==> src/rtl/hart_mem_macros.svh <==
// ====================
// Address map, widths and depths of the hart memory fabric
// Included by the package and by the RTL that decodes or sizes memory
// ====================
`ifndef HART_MEM_MACROS_SVH
`define HART_MEM_MACROS_SVH

// Hart bus width
`define HM_XLEN 32

// APB address width towards the debug module
`define HM_APB_AW 13

// Program RAM, 4K words from 0x10000
`define HM_RAM_BASE 32'h0001_0000
`define HM_RAM_WORDS 4096
`define HM_RAM_IDX_W 12

// Debug module area, reached over APB in debug mode
`define HM_DBG_START 32'h0000_0200
`define HM_DBG_END 32'h0000_0FFF

// Test exit word
`define HM_TOHOST_ADDR 32'h8000_1000

`endif

==> src/rtl/hart_mem_pkg.sv <==
// ====================
// Shared types of the hart memory fabric
// Imported by the RTL modules and by the testbench
// ====================
`default_nettype none

`include "hart_mem_macros.svh"

package hart_mem_pkg;

  // Hart side words and addresses
  typedef logic [`HM_XLEN-1:0] hm_word_t;
  typedef logic [`HM_XLEN-1:0] hm_addr_t;

  // RAM word index
  typedef logic [`HM_RAM_IDX_W-1:0] ram_idx_t;

  // APB byte address
  typedef logic [`HM_APB_AW-1:0] apb_addr_t;

  // Where an access goes
  typedef enum logic [1:0] {
    TGT_NONE,
    TGT_RAM,
    TGT_DEBUG,
    TGT_TOHOST
  } hm_target_t;

  // Fetch bridge payload, reads only
  typedef struct packed {
    apb_addr_t paddr;
  } fetch_apb_req_t;

  // Data bridge payload
  typedef struct packed {
    apb_addr_t paddr;
    logic      pwrite;
    hm_word_t  pwdata;
  } data_apb_req_t;

endpackage

`default_nettype wire

==> src/rtl/hart_addr_decode.sv <==
// ====================
// Input side decode of both hart addresses
// Gives each port a target and a RAM word index
// ====================
`timescale 1ns/1ps
`default_nettype none

`include "hart_mem_macros.svh"

module hart_addr_decode
  import hart_mem_pkg::*;
(
  input  logic       i_debug_mode,
  input  hm_addr_t   i_imem_addr,
  input  hm_addr_t   i_dmem_addr,
  output hm_target_t o_fetch_target,
  output hm_target_t o_data_target,
  output ram_idx_t   o_fetch_idx,
  output ram_idx_t   o_data_idx
);

  // Offsets from the RAM base
  // Addresses below the base wrap to large values and fall out of range
  hm_addr_t fetch_off;
  hm_addr_t data_off;
  logic     fetch_in_ram;
  logic     data_in_ram;
  logic     fetch_in_dbg;
  logic     data_in_dbg;

  assign fetch_off = i_imem_addr - `HM_RAM_BASE;
  assign data_off  = i_dmem_addr - `HM_RAM_BASE;

  assign fetch_in_ram = fetch_off < 32'(`HM_RAM_WORDS * 4);
  assign data_in_ram  = data_off < 32'(`HM_RAM_WORDS * 4);

  // Debug area only exists while the hart is halted
  assign fetch_in_dbg = i_debug_mode &&
                        (i_imem_addr >= `HM_DBG_START) && (i_imem_addr <= `HM_DBG_END);
  assign data_in_dbg  = i_debug_mode &&
                        (i_dmem_addr >= `HM_DBG_START) && (i_dmem_addr <= `HM_DBG_END);

  // ====================
  // Target select
  // ====================
  always_comb
  begin
    // Debug first, then RAM
    if (fetch_in_dbg)
      o_fetch_target = TGT_DEBUG;
    else if (fetch_in_ram)
      o_fetch_target = TGT_RAM;
    else
      o_fetch_target = TGT_NONE;

    // Only the data port can hit tohost
    if (data_in_dbg)
      o_data_target = TGT_DEBUG;
    else if (data_in_ram)
      o_data_target = TGT_RAM;
    else if (i_dmem_addr == `HM_TOHOST_ADDR)
      o_data_target = TGT_TOHOST;
    else
      o_data_target = TGT_NONE;
  end

  // Word index drops the byte offset
  assign o_fetch_idx = fetch_off[`HM_RAM_IDX_W+1:2];
  assign o_data_idx  = data_off[`HM_RAM_IDX_W+1:2];

endmodule

`default_nettype wire

==> config.mk <==
export PLATFORM = sky130hd
export DESIGN_NAME = hart_addr_decode
export DESIGN_NICKNAME = d
export VERILOG_FILES = /design/src/rtl/hart_mem_pkg.sv /design/src/rtl/hart_addr_decode.sv
export VERILOG_INCLUDE_DIRS = /design/src /design/src/rtl
export SDC_FILE = /design/constraint.sdc
export NUM_CORES = 1
export LEC_CHECK = 0
export BUFFER_PORTS_ARGS = -buffer_cell sky130_fd_sc_hd__buf_2
export CORE_MARGIN = 4
export CORE_UTILIZATION = 24
export DETAILED_ROUTE_END_ITERATION = 10
export PLACE_DENSITY = 0.95
export SLEW_MARGIN = 20
export SYNTH_ARGS = -nofsm -noshare
export SYNTH_HDL_FRONTEND = slang
export SYNTH_SLANG_ARGS = --single-unit
==> constraint.sdc <==
create_clock -name vclk -period 2.4
set_clock_uncertainty 0.05 [all_clocks]
set_input_delay 0 -clock vclk [all_inputs]
set_output_delay 0 -clock vclk [all_outputs]
set_load 0.02 [all_outputs]
==> summary.txt <==
Outcome
  – Status: completed

Yosys
  – Area contributors post-synth: buf_4, nor4_1, nand4_1
  – Register area share after synthesis: 0
  – Post-Syn Nets: 118
  – Ys Warns: 0
  – Mapped cell area: 369 µm²
  – Library cells used by synthesis: 16
  – Synth top area share: 0.508
  – Mean Syn Cell Area: just under 7 µm²
  – Post-synth top area cell: buf_4
  – Mapped Cells: between 50 and 60

Power and ir drop
  – Pwr Density: 168 nW/µm²
  – Worst-case vdd ir drop: 85.7 µV
  – Lkg Pwr: 0.000367 µW

Finish
  – Antenna cells: 0
  – Clock buffers: 0
  – Fin nets: 179
  – Final Util: 0.480
  – Fill count: 146
  – Sequential cell area: 0 µm²
  – Share of post-route cells with drive strength above 1: 0.705
  – Syn-to-layout area delta: 77.6%
  – Sequential cells: 0

Worst setup path
  – Worst setup endpoint: o_data_target[0]
  – Worst path max stage delay: 0.48 ns
  – Worst Path Max Fanout: 2
  – Startpoint Class: primary input
  – CP most frequent cell: buf_2
  – Crit path required time: 2.35 ns
  – Critical path depth in cells: 6
  – Crit end category: output pin
  – Crit path cell chain: buf_2 -> nor4_2 -> nand4_1 -> or4_1 -> a21oi_1 -> buf_2
  – Crit path from: i_dmem_addr[1]
  – CP Class: in2out
  – Crit-path leading delay family: simple AND/OR/NAND/NOR gates
  – Crit path DAT: 1.30 ns
  – Slowest stage cell on the critical path: or4_1
  – Buf/Inv on CP: 2

Hold path
  – Hold Crit Class: in2out

Timing
  – Final period utilization: 0.563
  – Final setup TNS: 0 ns
  – Final Hold Violating Endpoints: 0
  – Unrepaired setup endpoints after global routing: false
  – Maximum clock frequency: 741 MHz
  – Slew headroom: 0.765
  – Clock period minus worst slack: about 1.4 ns
  – Least-Margin Pin Slew: 0.350 ns
  – Slew Limit Fails: 0
  – Setup Viol. Count Final: 0

Place
  – Final GP Congestion: ~0.69
  – # port buffers: between 70 and 80

Floorplanning
  – Die Footprint: 2230 µm²
  – Starting density of the core: 0.270
  – IO Pins: 93
  – Core Area: 1370 µm²
  – Row count: 13
  – Die Wd: ~47 µm
  – Die H: 47.2 µm

Routing
  – Aggregate routed wire length: ~1600 µm
  – Antenna viol nets, final: 0
  – Drt wl/cell: about 13 µm
  – Initial DRC Count: 2
  – First-pass DRT Iterations: 3
  – Via count: around 600
  – Vias/cell: 4.74
  – DRC Markers: 0

GRT
  – Total Routing Usage GR: 0.129
  – Vias in the first global route: 606
  – Global-route wire length before repair: 2200 µm
  – GRT overflow: 0
  – Pin count of the biggest net entering global routing: 4
  – Initial antenna violation count: 0

Run
  – # Max-Cap Violations: 0

CTS
  – Post-CTS Setup Repair Bufs: 0
-- stage by stage --
stage          cell area (µm²)  total power [µW]  hold slack, ns  std cells  setup WS, ns
2_1_floorplan              369              65.6          0.0345         53          1.10
3_3_place_gp               586              89.9         -0.0498        120          1.05
3_5_place_dp               586              92.4         -0.0498        120          1.04
4_1_cts                    656               111           0.186        127          1.04
5_1_grt                    656               120           0.198        127          1.01
6_report                   656               110           0.185        127          1.05
-- worst min path at each step --
stage               slack, ns                to       startpoint  depth (start not counted)
floorplan                0.03  o_data_target[1]  i_dmem_addr[16]                          1
global placement        -0.05    o_fetch_idx[1]   i_imem_addr[3]                          0
detailed placement      -0.05    o_fetch_idx[1]   i_imem_addr[3]                          0
CTS                      0.19     o_data_idx[6]   i_dmem_addr[8]                          2
global route             0.20    o_fetch_idx[8]  i_imem_addr[10]                          2
finish                   0.19     o_data_idx[6]   i_dmem_addr[8]                          2
-- Yosys cell counts (all sizes together) --
library cell  instances
nor3                  2
nor2                  3
nand2                 2
a21oi                 1
nor2b                 1
nand3b                1
o311a                 1
buf                  25
nor4b                 2
nand4                 3
or4                   1
nor4                  9
o22ai                 1
and2                  1
-- where the power goes --
group          total (µW)  switching [µW]  leakage, µW  internal [µW]
sequential              0               0            0              0
clock                   0               0            0              0
combinational         110            55.8     0.000367           54.3
-- kinds of logic (layout without fill, tap and decap cells) --
group / after synthesis / in the layout / synth area share
buf+inv: 25 / 84 / 0.508
simple gates: 25 / 25 / 0.434
compound gates: 3 / 3 / 0.0576
-- placed cells by master, fill, tap and decap left out, drive strengths merged --
cell type | synthesis | layout
a21oi | 1 | 1
and2 | 1 | 1
buf | 25 | 77
dlygate4sd3 | 0 | 7
nand2 | 2 | 2
nand3b | 1 | 1
nand4 | 3 | 3
nor2 | 3 | 3
nor2b | 1 | 1
nor3 | 2 | 2
nor4 | 9 | 9
nor4b | 2 | 2
o22ai | 1 | 1
o311a | 1 | 1
or4 | 1 | 1
-- cell type report --
cell class / instances / area [µm²] / area share
tap: 15 / 18.8 / 0.0286
multi-input combinational: 28 / 181 / 0.277
timing repair buffer: 84 / 455 / 0.695
-- per-layer routing --
layer | global-route usage | part of all wire | vias to the layer above
met2 | 0.290 | 0.58 | 48
li1 | - | - | 296
met3 | 0.0153 | 0.14 | 0
met1 | 0.127 | 0.28 | 258
met5 | 0 | 0 | -
met4 | 0 | 0 | 0
-- what timing repair did --
item / in CTS / in global routing
endpoints found under the hold margin: 7 / 0
hold buffers: 7 / 0
resized for setup: 0 / 0
Note: power is estimated with default switching activity, not from simulation.
