### config.mk
export PLATFORM = sky130hd
export DESIGN_NAME = apb_master_arbiter
export DESIGN_NICKNAME = d
export VERILOG_FILES = /design/src/rtl/hart_mem_pkg.sv /design/src/rtl/apb_master_arbiter.sv
export VERILOG_INCLUDE_DIRS = /design/src /design/src/rtl
export SDC_FILE = /design/constraint.sdc
export NUM_CORES = 1
export LEC_CHECK = 0
export BUFFER_PORTS_ARGS = -buffer_cell sky130_fd_sc_hd__buf_2
export CORE_MARGIN = 2
export CORE_UTILIZATION = 26
export DETAILED_ROUTE_END_ITERATION = 10
export GPL_TIMING_DRIVEN = 0
export PLACE_DENSITY = 0.86
export SLEW_MARGIN = 15
export SYNTH_ARGS = -nofsm -noshare
export SYNTH_HDL_FRONTEND = slang
export SYNTH_SLANG_ARGS = --single-unit
### constraint.sdc
create_clock -name clk -period 5.1 [get_ports clk]
set_clock_uncertainty 0.15 [all_clocks]
set_input_delay 1.02 -clock clk [delete_from_list [all_inputs] [get_ports clk]]
set_output_delay 1.02 -clock clk [all_outputs]
set_load 0.01 [all_outputs]
### src/rtl/hart_mem_macros.svh
// ====================
// Address map, widths and depths of the hart memory fabric
// Included by the package and by the RTL that decodes or sizes memory
// ====================
`ifndef HART_MEM_MACROS_SVH
`define HART_MEM_MACROS_SVH

// Hart bus width
`define HM_XLEN 32

// APB address width towards the debug module
`define HM_APB_AW 13

// Program RAM, 4K words from 0x10000
`define HM_RAM_BASE 32'h0001_0000
`define HM_RAM_WORDS 4096
`define HM_RAM_IDX_W 12

// Debug module area, reached over APB in debug mode
`define HM_DBG_START 32'h0000_0200
`define HM_DBG_END 32'h0000_0FFF

// Test exit word
`define HM_TOHOST_ADDR 32'h8000_1000

`endif

### src/rtl/hart_mem_pkg.sv
// ====================
// Shared types of the hart memory fabric
// Imported by the RTL modules and by the testbench
// ====================
`default_nettype none

`include "hart_mem_macros.svh"

package hart_mem_pkg;

  // Hart side words and addresses
  typedef logic [`HM_XLEN-1:0] hm_word_t;
  typedef logic [`HM_XLEN-1:0] hm_addr_t;

  // RAM word index
  typedef logic [`HM_RAM_IDX_W-1:0] ram_idx_t;

  // APB byte address
  typedef logic [`HM_APB_AW-1:0] apb_addr_t;

  // Where an access goes
  typedef enum logic [1:0] {
    TGT_NONE,
    TGT_RAM,
    TGT_DEBUG,
    TGT_TOHOST
  } hm_target_t;

  // Fetch bridge payload, reads only
  typedef struct packed {
    apb_addr_t paddr;
  } fetch_apb_req_t;

  // Data bridge payload
  typedef struct packed {
    apb_addr_t paddr;
    logic      pwrite;
    hm_word_t  pwdata;
  } data_apb_req_t;

endpackage

`default_nettype wire

### src/rtl/apb_master_arbiter.sv
// ====================
// Merges the fetch and data bridges onto the external APB port
// Data wins a tie and the grant is held until pready
// ====================
`timescale 1ns/1ps
`default_nettype none

module apb_master_arbiter
  import hart_mem_pkg::*;
(
  input  logic           clk,
  input  logic           reset_n,
  input  logic           i_fetch_valid,
  input  fetch_apb_req_t i_fetch_req,
  input  logic           i_data_valid,
  input  data_apb_req_t  i_data_req,
  output logic           o_fetch_done,
  output logic           o_data_done,
  output apb_addr_t      o_apb_paddr,
  output logic           o_apb_psel,
  output logic           o_apb_penable,
  output logic           o_apb_pwrite,
  output hm_word_t       o_apb_pwdata,
  input  logic           i_apb_pready
);

  typedef enum logic {
    ARB_IDLE,
    ARB_ACCESS
  } arb_state_t;

  arb_state_t state_q;
  logic       grant_data_q;
  logic       grant_data;
  logic       xfer_end;

  // Idle picks a master combinationally, access keeps the stored grant
  assign grant_data = (state_q == ARB_IDLE) ? i_data_valid : grant_data_q;

  // ====================
  // APB phases
  // ====================
  // Setup cycle is the idle cycle that sees a request
  assign o_apb_psel    = (state_q == ARB_ACCESS) || i_data_valid || i_fetch_valid;
  assign o_apb_penable = (state_q == ARB_ACCESS);

  // Bridge payloads are registered, so these hold for the transfer
  assign o_apb_paddr  = grant_data ? i_data_req.paddr : i_fetch_req.paddr;
  assign o_apb_pwrite = grant_data && i_data_req.pwrite;
  assign o_apb_pwdata = i_data_req.pwdata;

  assign xfer_end = (state_q == ARB_ACCESS) && i_apb_pready;

  // Done goes to the owner only
  assign o_data_done  = xfer_end && grant_data_q;
  assign o_fetch_done = xfer_end && !grant_data_q;

  always_ff @(posedge clk or negedge reset_n)
  begin
    if (!reset_n)
    begin
      state_q      <= ARB_IDLE;
      grant_data_q <= 1'b0;
    end
    else if (state_q == ARB_IDLE)
    begin
      if (i_data_valid || i_fetch_valid)
      begin
        state_q      <= ARB_ACCESS;
        grant_data_q <= i_data_valid;
      end
    end
    else if (xfer_end)
    begin
      state_q <= ARB_IDLE;
    end
  end

endmodule

`default_nettype wire

==> results summary <==
The wire length per cell after detailed routing came out at 10.3 µm. The area growth from synthesis to layout is 84.4%. In this run the count of I/O pins placed on the die edge is 114. Setup repair after global routing left no endpoint under its margin. Derived from the worst setup path, the maximum achievable clock frequency is 300 MHz. The clock network burns a little under a fifth of the power. The number of setup buffers added after CTS is 0. In this design, the largest share of critical-path delay is due to multiplexers.

The fraction of power spent switching nets came out at approximately 35%. Clock latency on the worst-skew pair, taken at its later pin, is 230 ps. The weighted congestion at the end of routability-driven global placement is 0.749. TritonCTS built the clock tree. The total count of max-transition violations in the final report is 0. STA classifies the critical path endpoint as an output port.

The sequential-to-total area share from yosys stat is 9.15%. Traced cell by cell, the critical path runs through buf_2 -> mux2i_2 -> buf_6 -> mux2_4 -> buf_2. The area of the mapped netlist is 547 µm². The pin count of the biggest net entering global routing is 11. The worst slew slack as a fraction of its limit came out at 73.2%. Among the stages of the critical path, the cell type that occurs most often is buf_2.

The number of distinct library cells after synthesis is 15. The width of the chip is between 40 and 50 µm. The ratio of cells with drive above 1 in the final layout came out at between 90% and 100%.

In this run the mean area of a mapped cell was 9.43 µm². The area enclosed by the die boundary came out at 2490 µm². The setup slack after placement is 1740 ps. The setup path with the least slack is of type primary input to output port. The first detailed-routing pass took 2 iterations. The via count of the first global-routing pass is 605. The die span in y came out at 49.9 µm. The pin slew with the least headroom to its limit came out at 395 ps. The total number of H-tree levels came out at 1. The standard-cell row count is 16. The arrival time at the worst endpoint is 2170 ps. The final setup slack of the worst path came out at 1760 ps.

The total power density per cell area is roughly 190 nW/µm². The highest ir drop seen on vdd is 0.102 mV. On the critical path, the stage with the largest delay is an instance of mux2i_2. The total net switching power came out at around 0.065 mW. Counting every sink on the clock net gives 2.

Along the worst path, the maximum fanout reaches 10. In this run, CTS created clock tree buffers numbering 3. The part of the total power dissipated in sequential elements came out at 11.9%. CTS placed an instance of clkbuf_4 at the clock tree root. The maximum cell stage delay along the critical path came out at 340 ps.

The total wire length came out at 1750 µm. The region available for standard cell placement spans 1980 µm². The wire length of the first global-routing pass is about 2400 µm. Of the available clock period, the critical path in the final layout requires 65.4%. In the routed design, unresolved DRC markers number 0. The internal portion of total power is 0.122 mW.

Across all layers, the routed design uses about 650 vias. The leakage component of the power is 0.638 nW. The number of instances in the placed design came out at 166. The total number of yosys warnings came out at 0. The clock slew at the register clock pins of the worst setup and hold paths came out at 30 ps. The worst setup path is launched from a primary input. In the global route stage, overall resource usage came out at 12.7%. The worst path required time is 3930 ps. The final hold violation count came out at 0. The starting density of the core came out at approximately 28%. The combinational power share came out at 69.0%. The post-cts gate resize count came out at 0. The count of input and output buffers came out at 81. The non-filler instance count after layout is 169. The half-perimeter wire length after placement came out at 1620 µm.

The number of nets in the finished design came out at between 200 and 250. Setup total negative slack on the finished layout was measured at 0 ps. At the end of the flow the core is filled with cells to between 50% and 60%. The worst path needs 3340 ps of the cycle, external delays included. The clock passes through at most 2 buffers. The flip-flop and latch count after synthesis came out at 2.

The post-route antenna net violation count came out at 0. The diode insertion count for antenna repair came out at 0. The mean number of vias per cell is approximately 3.9.

The flow ran to the end, and the final reports show no timing, DRC or antenna violations. After technology mapping, the gate count stands at 58. In this run, the number of DRC markers left after iteration 0 of detailed routing was 6. The path category of the worst min-delay check is primary input to asynchronous set/reset pin. The synthesized netlist net count is 122. The total overflow left after global routing is 0. In this run, post-CTS hold repair placed 0 buffers. The number of buffer and inverter stages on the critical path came out at 3. The max capacitance violation total came out at 0. The final-report setup violation count is 0. The number of antenna violations at the first check in global routing is 0.
## kinds of logic after synthesis
| family | share of synthesized area (%) |
|---|---|
| simple gates | 7.10 |
| buf+inv | 46.7 |
| mux | 35.5 |
| compound gates | 1.60 |
| flops | 9.15 |
## area by class of cell
cell class,instances,area (µm²)
fill,186,973
timing repair buffer,81,405
buffer,33,251
multi-input combinational,22,241
sequential,2,50.0
tap,27,33.8
clock buffer,3,22.5
inverter,1,3.75
## registers in the layout (all words and copies together), names as in the netlist
name,cells
o_apb_penable,1
grant_data_q,1
## cell usage in the layout (no fill, tap or decap), types with 2 or more instances in the layout
cell type  instances
buf_4             32
mux2_4             9
clkbuf_4           3
mux2_2             4
dfrtp_1            2
buf_2             81
## metal layers
| layer | up-vias | track usage (%) | wire (µm) |
|---|---|---|---|
| met5 | - | 0 | 0 |
| met2 | 50 | 24.9 | 1030 |
| met4 | 0 | 5.56 | 8 |
| li1 | 326 | - | - |
| met1 | 274 | 12.0 | 519 |
| met3 | 2 | 3.33 | 189 |
## stage by stage
stage	area, µm²	power [mW]	hold WS (ps)
floorplan	547	0.106	370
global placement	986	0.150	396
detailed placement	986	0.153	412
CTS	1010	0.191	413
global route	1010	0.200	412
finish	1010	0.187	421
## cell usage after synthesis, drive strengths merged
library cell | count | area share (%)
mux2 | 13 | 33
nor2 | 1 | 0.69
nor2b | 1 | 1.1
or3 | 1 | 1.1
and3 | 1 | 1.1
mux2i | 1 | 2.5
and2 | 1 | 1.1
inv | 1 | 0.69
nand2 | 1 | 0.69
nand2b | 1 | 1.1
dfrtp | 2 | 9.2
a22o | 1 | 1.6
buf | 33 | 46
## power by group through the flow
stage	Combinational, mW	Clock [mW]	Sequential (mW)
final	0.129	0.0357	0.0223
after CTS	0.131	0.0380	0.0223
after global placement	0.128	0	0.0220
after detailed placement	0.131	0	0.0224
after floorplan	0.0840	0	0.0220
after global routing	0.138	0.0398	0.0226
## final timing paths
| path | to | cells after the start | from | slack, ps |
|---|---|---|---|---|
| max | o_apb_paddr[4] | 5 | i_data_valid | 1760 |
| min | o_apb_penable | 1 | reset_n | 420 |
| max reg2reg | o_apb_penable | 2 | o_apb_penable | 3830 |
| min reg2reg | grant_data_q | 1 | grant_data_q | 420 |
| max in group asynchronous | grant_data_q | 1 | reset_n | 4280 |
| min in group clk | grant_data_q | 1 | grant_data_q | 420 |
Note: power is estimated with default switching activity, not from simulation.
