===== src/rtl/hart_mem_macros.svh =====
// ====================
// Address map, widths and depths of the hart memory fabric
// Included by the package and by the RTL that decodes or sizes memory
// ====================
`ifndef HART_MEM_MACROS_SVH
`define HART_MEM_MACROS_SVH

// Hart bus width
`define HM_XLEN 32

// APB address width towards the debug module
`define HM_APB_AW 13

// Program RAM, 4K words from 0x10000
`define HM_RAM_BASE 32'h0001_0000
`define HM_RAM_WORDS 4096
`define HM_RAM_IDX_W 12

// Debug module area, reached over APB in debug mode
`define HM_DBG_START 32'h0000_0200
`define HM_DBG_END 32'h0000_0FFF

// Test exit word
`define HM_TOHOST_ADDR 32'h8000_1000

`endif


===== src/rtl/hart_mem_pkg.sv =====
// ====================
// Shared types of the hart memory fabric
// Imported by the RTL modules and by the testbench
// ====================
`default_nettype none

`include "hart_mem_macros.svh"

package hart_mem_pkg;

  // Hart side words and addresses
  typedef logic [`HM_XLEN-1:0] hm_word_t;
  typedef logic [`HM_XLEN-1:0] hm_addr_t;

  // RAM word index
  typedef logic [`HM_RAM_IDX_W-1:0] ram_idx_t;

  // APB byte address
  typedef logic [`HM_APB_AW-1:0] apb_addr_t;

  // Where an access goes
  typedef enum logic [1:0] {
    TGT_NONE,
    TGT_RAM,
    TGT_DEBUG,
    TGT_TOHOST
  } hm_target_t;

  // Fetch bridge payload, reads only
  typedef struct packed {
    apb_addr_t paddr;
  } fetch_apb_req_t;

  // Data bridge payload
  typedef struct packed {
    apb_addr_t paddr;
    logic      pwrite;
    hm_word_t  pwdata;
  } data_apb_req_t;

endpackage

`default_nettype wire


===== src/rtl/hart_resp_mux.sv =====
// ====================
// Output side of the fabric: per-target responses, request enables and tohost
// ====================
`timescale 1ns/1ps
`default_nettype none

module hart_resp_mux
  import hart_mem_pkg::*;
(
  input  logic       clk,
  input  logic       reset_n,
  input  hm_target_t i_fetch_target,
  input  hm_target_t i_data_target,
  input  logic       i_imem_rready,
  input  logic       i_dmem_rready,
  input  logic       i_dmem_wvalid,
  input  hm_word_t   i_dmem_wdata,
  input  logic       i_ram_fetch_valid,
  input  hm_word_t   i_ram_fetch_rdata,
  input  logic       i_ram_data_valid,
  input  hm_word_t   i_ram_data_rdata,
  input  logic       i_fetch_done,
  input  logic       i_data_done,
  input  hm_word_t   i_apb_prdata,
  output logic       o_fetch_start,
  output logic       o_data_start,
  output logic       o_ram_fetch_rd,
  output logic       o_ram_data_rd,
  output logic       o_ram_data_wr,
  output hm_word_t   o_imem_rdata,
  output logic       o_imem_rvalid,
  output hm_word_t   o_dmem_rdata,
  output logic       o_dmem_rvalid,
  output logic       o_dmem_wready,
  output hm_word_t   o_tohost
);

  // ====================
  // Request enables
  // ====================
  assign o_fetch_start = i_imem_rready && (i_fetch_target == TGT_DEBUG);
  assign o_data_start  = (i_dmem_rready || i_dmem_wvalid) && (i_data_target == TGT_DEBUG);

  assign o_ram_fetch_rd = i_imem_rready && (i_fetch_target == TGT_RAM);
  assign o_ram_data_rd  = i_dmem_rready && (i_data_target == TGT_RAM);
  assign o_ram_data_wr  = i_dmem_wvalid && (i_data_target == TGT_RAM);

  // ====================
  // Response select
  // ====================
  always_comb
  begin
    o_imem_rvalid = 1'b0;
    o_imem_rdata  = i_ram_fetch_rdata;
    case (i_fetch_target)
      TGT_RAM:   o_imem_rvalid = i_ram_fetch_valid;
      TGT_DEBUG:
      begin
        // APB read data passes straight through in the pready cycle
        o_imem_rvalid = i_fetch_done;
        o_imem_rdata  = i_apb_prdata;
      end
      default:   o_imem_rvalid = 1'b0;
    endcase

    o_dmem_rvalid = 1'b0;
    o_dmem_wready = 1'b0;
    o_dmem_rdata  = i_ram_data_rdata;
    case (i_data_target)
      TGT_RAM:
      begin
        // RAM takes the write in the same cycle
        o_dmem_rvalid = i_ram_data_valid;
        o_dmem_wready = i_dmem_wvalid;
      end
      TGT_DEBUG:
      begin
        // Held wvalid tells a write transfer from a read
        o_dmem_rvalid = i_data_done && !i_dmem_wvalid;
        o_dmem_wready = i_data_done && i_dmem_wvalid;
        o_dmem_rdata  = i_apb_prdata;
      end
      TGT_TOHOST: o_dmem_wready = i_dmem_wvalid;
      default:    o_dmem_wready = 1'b0;
    endcase
  end

  // Test exit register
  always_ff @(posedge clk or negedge reset_n)
  begin
    if (!reset_n)
      o_tohost <= '0;
    else if (i_dmem_wvalid && (i_data_target == TGT_TOHOST))
      o_tohost <= i_dmem_wdata;
  end

endmodule

`default_nettype wire


===== config.mk =====
export PLATFORM = sky130hd
export DESIGN_NAME = hart_resp_mux
export DESIGN_NICKNAME = d
export VERILOG_FILES = /design/src/rtl/hart_mem_pkg.sv /design/src/rtl/hart_resp_mux.sv
export VERILOG_INCLUDE_DIRS = /design/src /design/src/rtl
export SDC_FILE = /design/constraint.sdc
export NUM_CORES = 1
export LEC_CHECK = 0
export ABC_AREA = 0
export ABC_CLOCK_PERIOD_IN_PS = 1300
export BUFFER_PORTS_ARGS = -buffer_cell sky130_fd_sc_hd__buf_2
export CORE_AREA = 2 2 94 96
export DETAILED_ROUTE_END_ITERATION = 8
export DIE_AREA = 0 0 96 98
export HOLD_SLACK_MARGIN = 0.05
export PLACE_DENSITY = 0.65
export SLEW_MARGIN = 5
export SYNTH_ARGS = -nofsm -noshare
export SYNTH_HDL_FRONTEND = slang
export SYNTH_SLANG_ARGS = --single-unit

===== constraint.sdc =====
create_clock -name clk -period 1.3 [get_ports clk]
set_clock_uncertainty 0.05 [all_clocks]
set_input_delay 0.13 -clock clk [delete_from_list [all_inputs] [get_ports clk]]
set_output_delay 0.13 -clock clk [all_outputs]
set_load 0.01 [all_outputs]

==> results.py, run 1 <==
metrics = {
    "synthesis": {
        "yosys_register_bits": 32,
        "ys_warn_count": 0,
        "synth.distinct_cells": 18,
        "synthFlopType": "dfrtp_1",
        "synth.yosys.seq_area_share": 0.355,
        "synthArstFlopShare": 1.00,
        "synth_edf_count": 0,
        "synth_nets": 309,
        "synth_cells": 162,
        "post_synth.cell_area_avg_sq_um": 13.9,
        "syn_area_sq_um": 2250,
    },
    "finish": {
        "synthToLayoutAreaGrowth_pct": 113,
        "fill_cells": 713,
        "fin_nets": 601,
        "n_antenna_cell": 0,
        "reg_top3": "o_tohost: 32 flops",
        "utilization": 0.568,
        "layout_common_cells": "193 x buf_2, 78 x mux2_4, 49 x buf_6, 32 x dfrtp_1, 30 x dlygate4sd3_1",
        "regArea_sq_um": 801,
        "largest_reg_flops": 32,
        "layout-drive-gt1-share": 0.833,
        "final_common_cell": "buf_2",
        "regMostFlops": "o_tohost",
        "multi_input_area_sq_um": 1580,
    },
    "worst_setup_path": {
        "start_kind": "primary input",
        "critPathRequiredTime_ns": 1.12,
        "crit_type": "in -> out",
        "worstSetupEndpointType": "output port",
        "arrival_ns": 1.16,
        "crit_fanout": 6,
        "rrSetupSlack_ns": 0.47,
    },
    "floorplan": {
        "io_pins": 245,
        "die_h_um": 98,
        "die-width_um": 96,
        "core_area_sq_um": 8470,
        "rows": 34,
        "start_util": 0.266,
        "dieArea_sq_um": 9410,
    },
    "placed_design": {
        "place.gp.congestion": 0.717,
        "io_buffer_count": 244,
        "dp_hpwl_mm": 6.96,
        "pre_cts_ws_ns": -0.124,
    },
    "pwr": {
        "peakVddDrop_uv": 392,
        "pwr_density_cell_nw_per_um2": 806,
        "p_leak_nw": 2.60,
        "power_mw": 3.87,
    },
    "grt": {
        "gr-total-overflow": 0,
        "grt_pass1_vias": 2662,
        "grt_pass1_wl_mm": 13.2,
        "track_usage": 0.183,
        "grt_max_degree": 33,
        "antenna_found_initial": 0,
    },
    "routing": {
        "ant_nets": 0,
        "via_per_inst": 4.49,
        "vias": 2521,
        "wirelength_mm": 9.99,
        "dr.pass1.iters": 4,
        "drc": 0,
        "wl_per_cell_um": 17.8,
        "drtIter0Drc": 29,
    },
    "status": {
        "status": "finished with violations",
        "violations": "setup timing",
    },
    "clock_tree": {
        "root_buffer": "clkbuf_8",
        "cts_tree": "done",
        "clock_latency_ns": 0.27,
        "numCtsBuffers": 5,
        "cts_sinks": 32,
        "clock_path_buffers": 2,
        "clk_pin_slew_worst_paths_ns": 0.06,
        "h-tree-depth": 2,
    },
    "sta": {
        "tightest_slew_ns": 0.382,
        "timing.fmax_mhz": 748,
        "finalCriticalPeriod_ns": 1.34,
        "setup_violations": 29,
        "final.setup.tns_ns": -0.441,
        "rsz0062_at_grt": "yes",
        "maxSlewHeadroom": 0.745,
        "fin_ws_ns": -0.0365,
        "hold_viol": 0,
        "finalMaxSlewViolations": 0,
        "fin_hold_ws_ns": 0.0483,
        "period_share": 1.03,
    },
    "run": {
        "maxCapViolCount": 0,
    },
    "worst_hold_path": {
        "hold_class": "in -> reg",
    },
}
## synthesized netlist by cell type, types with 3 or more instances
cell     number  area [sq um]
mux2_2       66           743
dfrtp_1      32           801
mux2_4       30           450
ha_1          6          75.1
buf_4         5          37.5
and2_1        4          25.0
inv_1         4          15.0
buf_2         3          15.0
buf_6         3          33.8
## critical path: stages
cell and delay [ns]:
buf_8 0.10, inv_4 0.04, ha_4 0.16, bufbuf_16 0.27, mux2_2 0.32, buf_2 0.14
## stage by stage
stage / instance area (sq um) / instances
floorplan: 2250 / 162
global placement: 3660 / 516
detailed placement: 3660 / 516
CTS: 4430 / 558
global route: 4800 / 562
finish: 4800 / 562
## area by class of cell
class                           instances  area share
Sequential cell                        32       0.167
Clock inverter                          2     0.00260
Inverter                                4     0.00417
Timing Repair Buffer                  296       0.454
Tap cell                              108      0.0281
Multi-Input combinational cell        115       0.330
Clock buffer                            5      0.0143
## cell families (layout without fill, tap and decap cells)
| logic type | count (synthesis) | in the layout | share of synthesized area |
|---|---|---|---|
| muxes | 96 | 96 | 0.530 |
| buffers and inverters | 15 | 307 | 0.0450 |
| AOI/OAI and AO/OA | 3 | 3 | 0.0100 |
| DFF | 32 | 32 | 0.355 |
| adders and majority gates | 6 | 6 | 0.0333 |
| and+or+nand+nor | 10 | 10 | 0.0266 |
## layer usage
layer	GRT usage	wire, um	vias to the layer above
met2	0.334	5170	152
met5	0	0	-
li1	-	-	1165
met4	0.0582	271	0
met1	0.206	3670	1188
met3	0.0401	875	16
## where the power goes
part           switching, mW  leakage [nW]  total [mW]  internal (mW)
clock network          0.340        0.0400       0.701          0.361
logic                  0.724          2.19        1.88           1.16
registers              0.102         0.379        1.29           1.19
total                   1.17          2.60        3.87           2.71
## worst paths after layout
| path | from | end | depth (start not counted) |
|---|---|---|---|
| max | i_fetch_target[0] | o_imem_rdata[30] | 6 |
| min | i_dmem_wdata[11] | o_tohost[11] | 2 |
| max reg2reg | o_tohost[18] | o_tohost[18] | 1 |
| min reg2reg | o_tohost[16] | o_tohost[16] | 1 |
| max in group asynchronous | reset_n | o_tohost[10] | 3 |
| min in group asynchronous | reset_n | o_tohost[15] | 3 |
## repair_timing
item / 4_1_cts / 5_1_grt
setup buffers: 2 / 2
hold buffers: 30 / 0
cloned: 3 / 2
resized for setup: 55 / 67
setup endpoints to repair: 67 / 55
pin swaps: 1 / 1
hold endpoints to repair: 61 / 0
Note: power is estimated with default switching activity, not from simulation.
==> run 2, diff against run 1 <==
Settings changed: CELL_PAD_IN_SITES_DETAIL_PLACEMENT set to 1, CELL_PAD_IN_SITES_GLOBAL_PLACEMENT set to 2, CORE_AREA 2 2 94 96 to not set, CORE_MARGIN set to 2, CORE_UTILIZATION set to 18, DIE_AREA 0 0 96 98 to not set, PLACE_DENSITY 0.65 to not set, PLACE_DENSITY_LB_ADDON set to 0.1.
==> run 2 against run 1 <==
  * The flow still finishes with violations (setup timing)
  * Design area rose by 2.1%
  * First-iteration DRC count up 100%
  * Clock power increased by 88%
  * Non-clock buffer count fell by 4
  * Count of clock-buffer cells in the layout stayed put
  * Setup slack improved by 0.023 ns
  * Register-to-register slack hardly changed
  * Total power grew 15%
  * Critical endpoint is now o_dmem_rdata[29]
  * Largest cell class unchanged
  * Largest power group unchanged
==> results.py, run 2 (same netlist as run 1, synthesis figures left out) <==
metrics = {
    "status": {
        "status": "finished with violations",
        "violations": "setup timing",
    },
    "placed_design": {
        "place.gp.congestion": 0.796,
        "dp_hpwl_mm": 8.23,
        "dpl.cell_count": 573,
        "place_area_sq_um": 3720,
        "io_buffer_count": 244,
        "pre_cts_ws_ns": -0.130,
    },
    "grt": {
        "gr-total-overflow": 0,
        "grt_max_degree": 33,
        "grt_pass1_vias": 2845,
        "antenna_found_initial": 2,
        "grt_pass1_wl_mm": 15.5,
        "track_usage": 0.151,
    },
    "finish": {
        "layout-drive-gt1-share": 0.816,
        "layout_common_cells": "184 x buf_2, 64 x mux2_4, 57 x buf_6, 33 x dlygate4sd3_1",
        "largest_reg_flops": 32,
        "regMostFlops": "o_tohost",
        "final_cells": 621,
        "final_common_cell": "buf_2",
        "fill_cells": 1376,
        "synthToLayoutAreaGrowth_pct": 118,
        "reg_top3": "o_tohost: 32 flops",
        "fin_nets": 597,
        "final_cell_area_sq_um": 4910,
    },
    "worst_hold_path": {
        "hold_class": "in -> async",
    },
    "floorplan": {
        "die-width_um": 116,
        "rows": 40,
        "io_pins": 245,
        "core_area_sq_um": 12100,
        "dieArea_sq_um": 13400,
        "die_h_um": 116,
        "start_util": 0.186,
    },
    "clock_tree": {
        "clk_pin_slew_worst_paths_ns": 0.05,
        "cts_tree": "done",
        "clock_latency_ns": 0.27,
        "cts_sinks": 32,
        "h-tree-depth": 2,
        "numCtsBuffers": 5,
        "clock_path_buffers": 2,
        "root_buffer": "clkbuf_16",
    },
    "routing": {
        "via_per_inst": 4.07,
        "wirelength_mm": 11.4,
        "top_layer": "met4",
        "wl_met1_mm": 3.84,
        "drc": 0,
        "wl_per_cell_um": 18.3,
        "dr.pass1.iters": 4,
        "drtIter0Drc": 58,
        "wl_met3_mm": 1.02,
        "ant_nets": 0,
        "vias": 2527,
        "wl_met2_mm": 6.43,
    },
    "sta": {
        "rsz0062_at_grt": "yes",
        "period_share": 1.01,
        "final.setup.tns_ns": -0.0858,
        "timing.fmax_mhz": 761,
        "finalMaxSlewViolations": 0,
        "hold_viol": 0,
        "setup_violations": 12,
        "maxSlewHeadroom": 0.719,
        "tightest_slew_ns": 0.422,
        "fin_hold_ws_ns": 0.370,
        "finalCriticalPeriod_ns": 1.31,
        "fin_ws_ns": -0.0136,
    },
    "pwr": {
        "peakVddDrop_uv": 629,
        "comb_power_share": 0.416,
        "switching_share": 0.277,
        "pwr_density_cell_nw_per_um2": 910,
        "clockPowerShare": 0.296,
        "pwr-share-seq": 0.289,
        "p_int_mw": 3.23,
        "p_sw_mw": 1.24,
        "p_leak_nw": 2.58,
    },
    "run": {
        "maxCapViolCount": 0,
    },
    "worst_setup_path": {
        "start_kind": "primary input",
        "crit_path_top_delay_cell": "mux2_2",
        "arrival_ns": 1.13,
        "reg2reg_from": "o_tohost[26]",
        "critPathTopFamily": "buffers and inverters",
        "path_cells": "buf_8 > inv_4 > ha_4 > buf_16 > mux2_2 > buf_6",
        "worstSetupEndpointType": "output port",
        "cp_num_buf_inv": 4,
        "crit_type": "in -> out",
        "critPathRequiredTime_ns": 1.12,
        "slowest_delay_ns": 0.35,
        "crit_fanout": 12,
        "worstSetupStartpoint": "i_data_target[0]",
    },
}
## run 2: cell types whose count changed in the layout (fill, tap and decap cells not counted), sizes merged
cell and delta:
buf -7, diode +2, clkbuf +1, bufinv +1, dlygate4sd3 +3, bufbuf -1
## run 2: timing repair
item                       CTS  global route
setup endpoints to repair   67            66
hold endpoints to repair    64             0
resized for setup           60            55
hold buffers                33             0
setup buffers                0             0
gates cloned                 2             3
pin swaps                    1             0
## run 2: layout make-up
type / instances / area (sq um) / area share
antenna: 2 / 5.00 / 0.00102
clock buffer: 5 / 125 / 0.0255
clock inverter: 3 / 42.5 / 0.00867
inverter: 4 / 20.0 / 0.00408
multi-input combinational: 115 / 1500 / 0.307
sequential: 32 / 801 / 0.163
tap: 168 / 210 / 0.0428
timing repair buffer: 292 / 2200 / 0.448
## run 2: power by group through the flow
stage | sequential [mW] | clock, mW | combinational [mW]
after floorplan | 1.39 | 0 | 0.641
after global placement | 1.29 | 0 | 1.45
after detailed placement | 1.30 | 0 | 1.44
after CTS | 1.29 | 1.36 | 1.71
after global routing | 1.32 | 1.41 | 1.98
final | 1.29 | 1.32 | 1.86
## run 2: through the flow
stage | power [mW] | util
floorplan | 2.03 | -
global placement | 2.74 | 0.307
detailed placement | 2.74 | 0.307
CTS | 4.36 | 0.379
global route | 4.71 | 0.405
finish | 4.46 | 0.405
## run 2: path summary, 6_finish.rpt
check | slack, ns | cells after the start | endpoint
max in group asynchronous | 0.53 | 3 | o_tohost[18]
hold / removal | 0.37 | 3 | o_tohost[9]
min in group clk | 0.41 | 4 | o_tohost[23]
setup / recovery | -0.01 | 6 | o_dmem_rdata[29]
setup reg to reg | 0.48 | 1 | o_tohost[26]
hold reg to reg | 0.45 | 1 | o_tohost[12]
## run 2: layer usage
layer  global-route usage  up-vias
met3               0.0518        6
met2                0.306      127
met1                0.147     1228
met4               0.0302        0
met5                    0        -
li1                     -     1166
==> run 3, diff against run 2 <==
--- a/config.mk
+++ b/config.mk
@@ -8,3 +8,3 @@
 export LEC_CHECK = 0
-export ABC_AREA = 0
+export ABC_AREA = 1
 export ABC_CLOCK_PERIOD_IN_PS = 1300
@@ -14,3 +14,3 @@
 export CORE_MARGIN = 2
-export CORE_UTILIZATION = 18
+export CORE_UTILIZATION = 15
 export DETAILED_ROUTE_END_ITERATION = 8
==> constraint.sdc (replaced) <==
create_clock -name clk -period 1.3 [get_ports clk]
set_clock_uncertainty 0.05 [all_clocks]
set_input_delay 0.195 -clock clk [delete_from_list [all_inputs] [get_ports clk]]
set_output_delay 0.195 -clock clk [all_outputs]
set_load 0.01 [all_outputs]
==> run 3 against run 2 <==
  * The flow still finishes with violations (setup timing)
  * Non-clock buffer count decreased by 17
  * Cell count increased by 38%
  * Fmax decreased by 1.6%
  * Via count increased by 34%
  * Register-to-register slack improved by 0.17 ns
  * Critical endpoint is now o_dmem_rdata[20]
==> results.py, run 3 <==
metrics = {
    "status": {
        "status": "finished with violations",
        "violations": "setup timing",
    },
    "routing": {
        "via_per_inst": 3.95,
        "drtIter0Drc": 117,
        "wl_per_cell_um": 15.1,
        "ant_nets": 0,
        "vias": 3377,
        "wirelength_mm": 12.9,
        "dr.pass1.iters": 4,
        "drc": 0,
    },
    "floorplan": {
        "dieArea_sq_um": 17100,
        "start_util": 0.153,
        "die_h_um": 131,
        "core_area_sq_um": 15800,
        "rows": 46,
        "die-width_um": 131,
        "io_pins": 245,
    },
    "synthesis": {
        "synth.yosys.seq_area_share": 0.333,
        "synthFlopType": "dfrtp_1",
        "synth_nets": 526,
        "synth.distinct_cells": 17,
        "synthTopCellsByArea": "dfrtp_1 33%, nand2_1 31%, nand3_1 6.9%, buf_6 6.5%, inv_1 6.4%",
        "synthArstFlopShare": 1.00,
        "synth_cells": 379,
        "synth_top_area_cell": "dfrtp_1",
        "synth_edf_count": 0,
        "synth.top_cell.area_share": 0.333,
        "synthTopCellsByCount": "196 x nand2_1, 41 x inv_1, 33 x nand3_1, 32 x dfrtp_1, 25 x o21ai_0",
        "ys_warn_count": 0,
        "yosysMostFrequentCell": "nand2_1",
        "syn_area_sq_um": 2410,
        "post_synth.cell_area_avg_sq_um": 6.35,
        "yosys_register_bits": 32,
    },
    "placed_design": {
        "io_buffer_count": 244,
        "dp_hpwl_mm": 9.75,
        "place.gp.congestion": 0.801,
    },
    "pwr": {
        "peakVddDrop_uv": 450,
        "p_sw_mw": 1.36,
        "comb_power_share": 0.385,
        "p_leak_nw": 2.80,
        "p_int_mw": 2.82,
        "switching_share": 0.325,
        "clockPowerShare": 0.320,
        "pwr-share-seq": 0.295,
        "pwr_density_cell_nw_per_um2": 871,
    },
    "finish": {
        "regArea_sq_um": 801,
        "final_common_cell": "buf_2",
        "largest_reg_flops": 32,
        "utilization": 0.304,
        "layout-drive-gt1-share": 0.575,
        "reg_top3": "o_tohost: 32 flops",
        "layout_common_cells": "222 x buf_2, 135 x nand2_1, 51 x nand2_2, 39 x inv_1, 33 x nand3_1",
        "synthToLayoutAreaGrowth_pct": 99.3,
        "fin_nets": 783,
        "multi_input_area_sq_um": 1540,
        "fill_cells": 2053,
        "regMostFlops": "o_tohost",
    },
    "worst_setup_path": {
        "worstSetupEndpointType": "output port",
        "crit_path_top_delay_cell": "clkbuf_16",
        "arrival_ns": 1.09,
        "crit_fanout": 7,
        "slowest_delay_ns": 0.17,
        "path_cells": "buf_8 > inv_6 > ha_4 > buf_12 > inv_16 > clkbuf_16 > nand2_2 > nand2_1 > buf_2",
        "critPathRequiredTime_ns": 1.05,
        "critPathTopFamily": "buffers and inverters",
        "crit_type": "in -> out",
        "start_kind": "primary input",
        "cp_num_buf_inv": 6,
    },
    "clock_tree": {
        "clock_latency_ns": 0.28,
        "clock_path_buffers": 2,
        "cts_setup_buffers": 0,
        "h-tree-depth": 2,
        "numCtsBuffers": 5,
        "clk_pin_slew_worst_paths_ns": 0.06,
        "root_buffer": "clkbuf_16",
        "cts_sinks": 32,
        "cts_tree": "done",
    },
    "grt": {
        "gr-total-overflow": 0,
        "grt_pass1_wl_mm": 17.9,
        "antenna_found_initial": 0,
        "grt_max_degree": 33,
        "track_usage": 0.137,
        "grt_pass1_vias": 3235,
    },
    "sta": {
        "maxSlewHeadroom": 0.852,
        "fin_ws_ns": -0.0344,
        "tightest_slew_ns": 0.223,
        "rsz0062_at_grt": "yes",
        "setup_violations": 25,
        "finalCriticalPeriod_ns": 1.33,
        "finalMaxSlewViolations": 0,
        "period_share": 1.03,
        "fin_hold_ws_ns": 0.0967,
        "hold_viol": 0,
        "timing.fmax_mhz": 749,
    },
    "run": {
        "maxCapViolCount": 0,
    },
    "worst_hold_path": {
        "hold_class": "in -> reg",
    },
}
run 3: path summary, 6_finish.rpt:
check	from	end	slack (ns)	depth (start not counted)
worst max-delay path	i_data_target[0]	o_dmem_rdata[20]	-0.03	9
worst min-delay path	i_dmem_wdata[16]	o_tohost[16]	0.1	3
worst max register to register	o_tohost[8]	o_tohost[8]	0.65	2
worst min register to register	o_tohost[27]	o_tohost[27]	0.41	2
max in group asynchronous	reset_n	o_tohost[17]	0.64	3
min in group asynchronous	reset_n	o_tohost[8]	0.38	3
run 3: worst register-to-register path, stage by stage, from the launching register on:
cell and delay, ns:
dfrtp_1 0.38, nand2_1 0.07, nand2_1 0.04
run 3: logic make-up (layout without fill, tap and decap cells):
kind of cell / count (synthesis) / in the layout / synth area share
and+or+nand+nor: 240 / 240 / 0.403
buffers and inverters: 67 / 325 / 0.161
AOI/OAI and AO/OA: 34 / 34 / 0.0717
DFF: 32 / 32 / 0.333
adders and majority gates: 6 / 6 / 0.0312
other: 0 / 1 / 0
run 3: cell type report:
class	count	area share
repair buffers	275	0.382
multi-input cells	280	0.321
flip-flops and latches	32	0.167
well taps	216	0.0563
inverters	42	0.0378
clock buffers	5	0.0261
clock inverters	3	0.00887
diodes	1	0.000522
run 3: metal layers:
| metal | GRT usage | vias to the layer above | share of wire |
|---|---|---|---|
| met1 | 0.158 | 1563 | 0.38 |
| li1 | - | 1666 | - |
| met3 | 0.0428 | 8 | 0.081 |
| met4 | 0.0282 | 0 | 0.0095 |
| met2 | 0.249 | 140 | 0.52 |
| met5 | 0 | - | 0 |
run 3: what timing repair did:
item,CTS,global route
hold endpoints to repair,32,0
gates cloned,2,5
setup endpoints to repair,65,64
pin swaps,1,15
gates resized for setup,26,133
hold buffers,1,0
run 3: per-stage QoR:
stage               cell area (sq um)  setup WS [ns]  total power [mW]  setup TNS (ns)  instances
global placement                 3930         -0.132              2.59           -4.55        837
detailed placement               3930         -0.132              2.60           -5.05        837
CTS                              4260        -0.0190              4.05          -0.140        848
floorplan                        2410          0.129              1.86               0        379
global route                     4790        -0.0844              4.48           -2.77        853
finish                           4800        -0.0344              4.18          -0.362        854
run 3: power by group through the flow:
| stage | Combinational [mW] | Sequential, mW | Clock (mW) |
|---|---|---|---|
| 2_1_floorplan | 0.528 | 1.33 | 0 |
| 3_3_place_gp | 1.34 | 1.25 | 0 |
| 3_5_place_dp | 1.35 | 1.25 | 0 |
| 4_1_cts | 1.42 | 1.23 | 1.40 |
| 5_1_grt | 1.79 | 1.25 | 1.44 |
| 6_report | 1.61 | 1.23 | 1.34 |
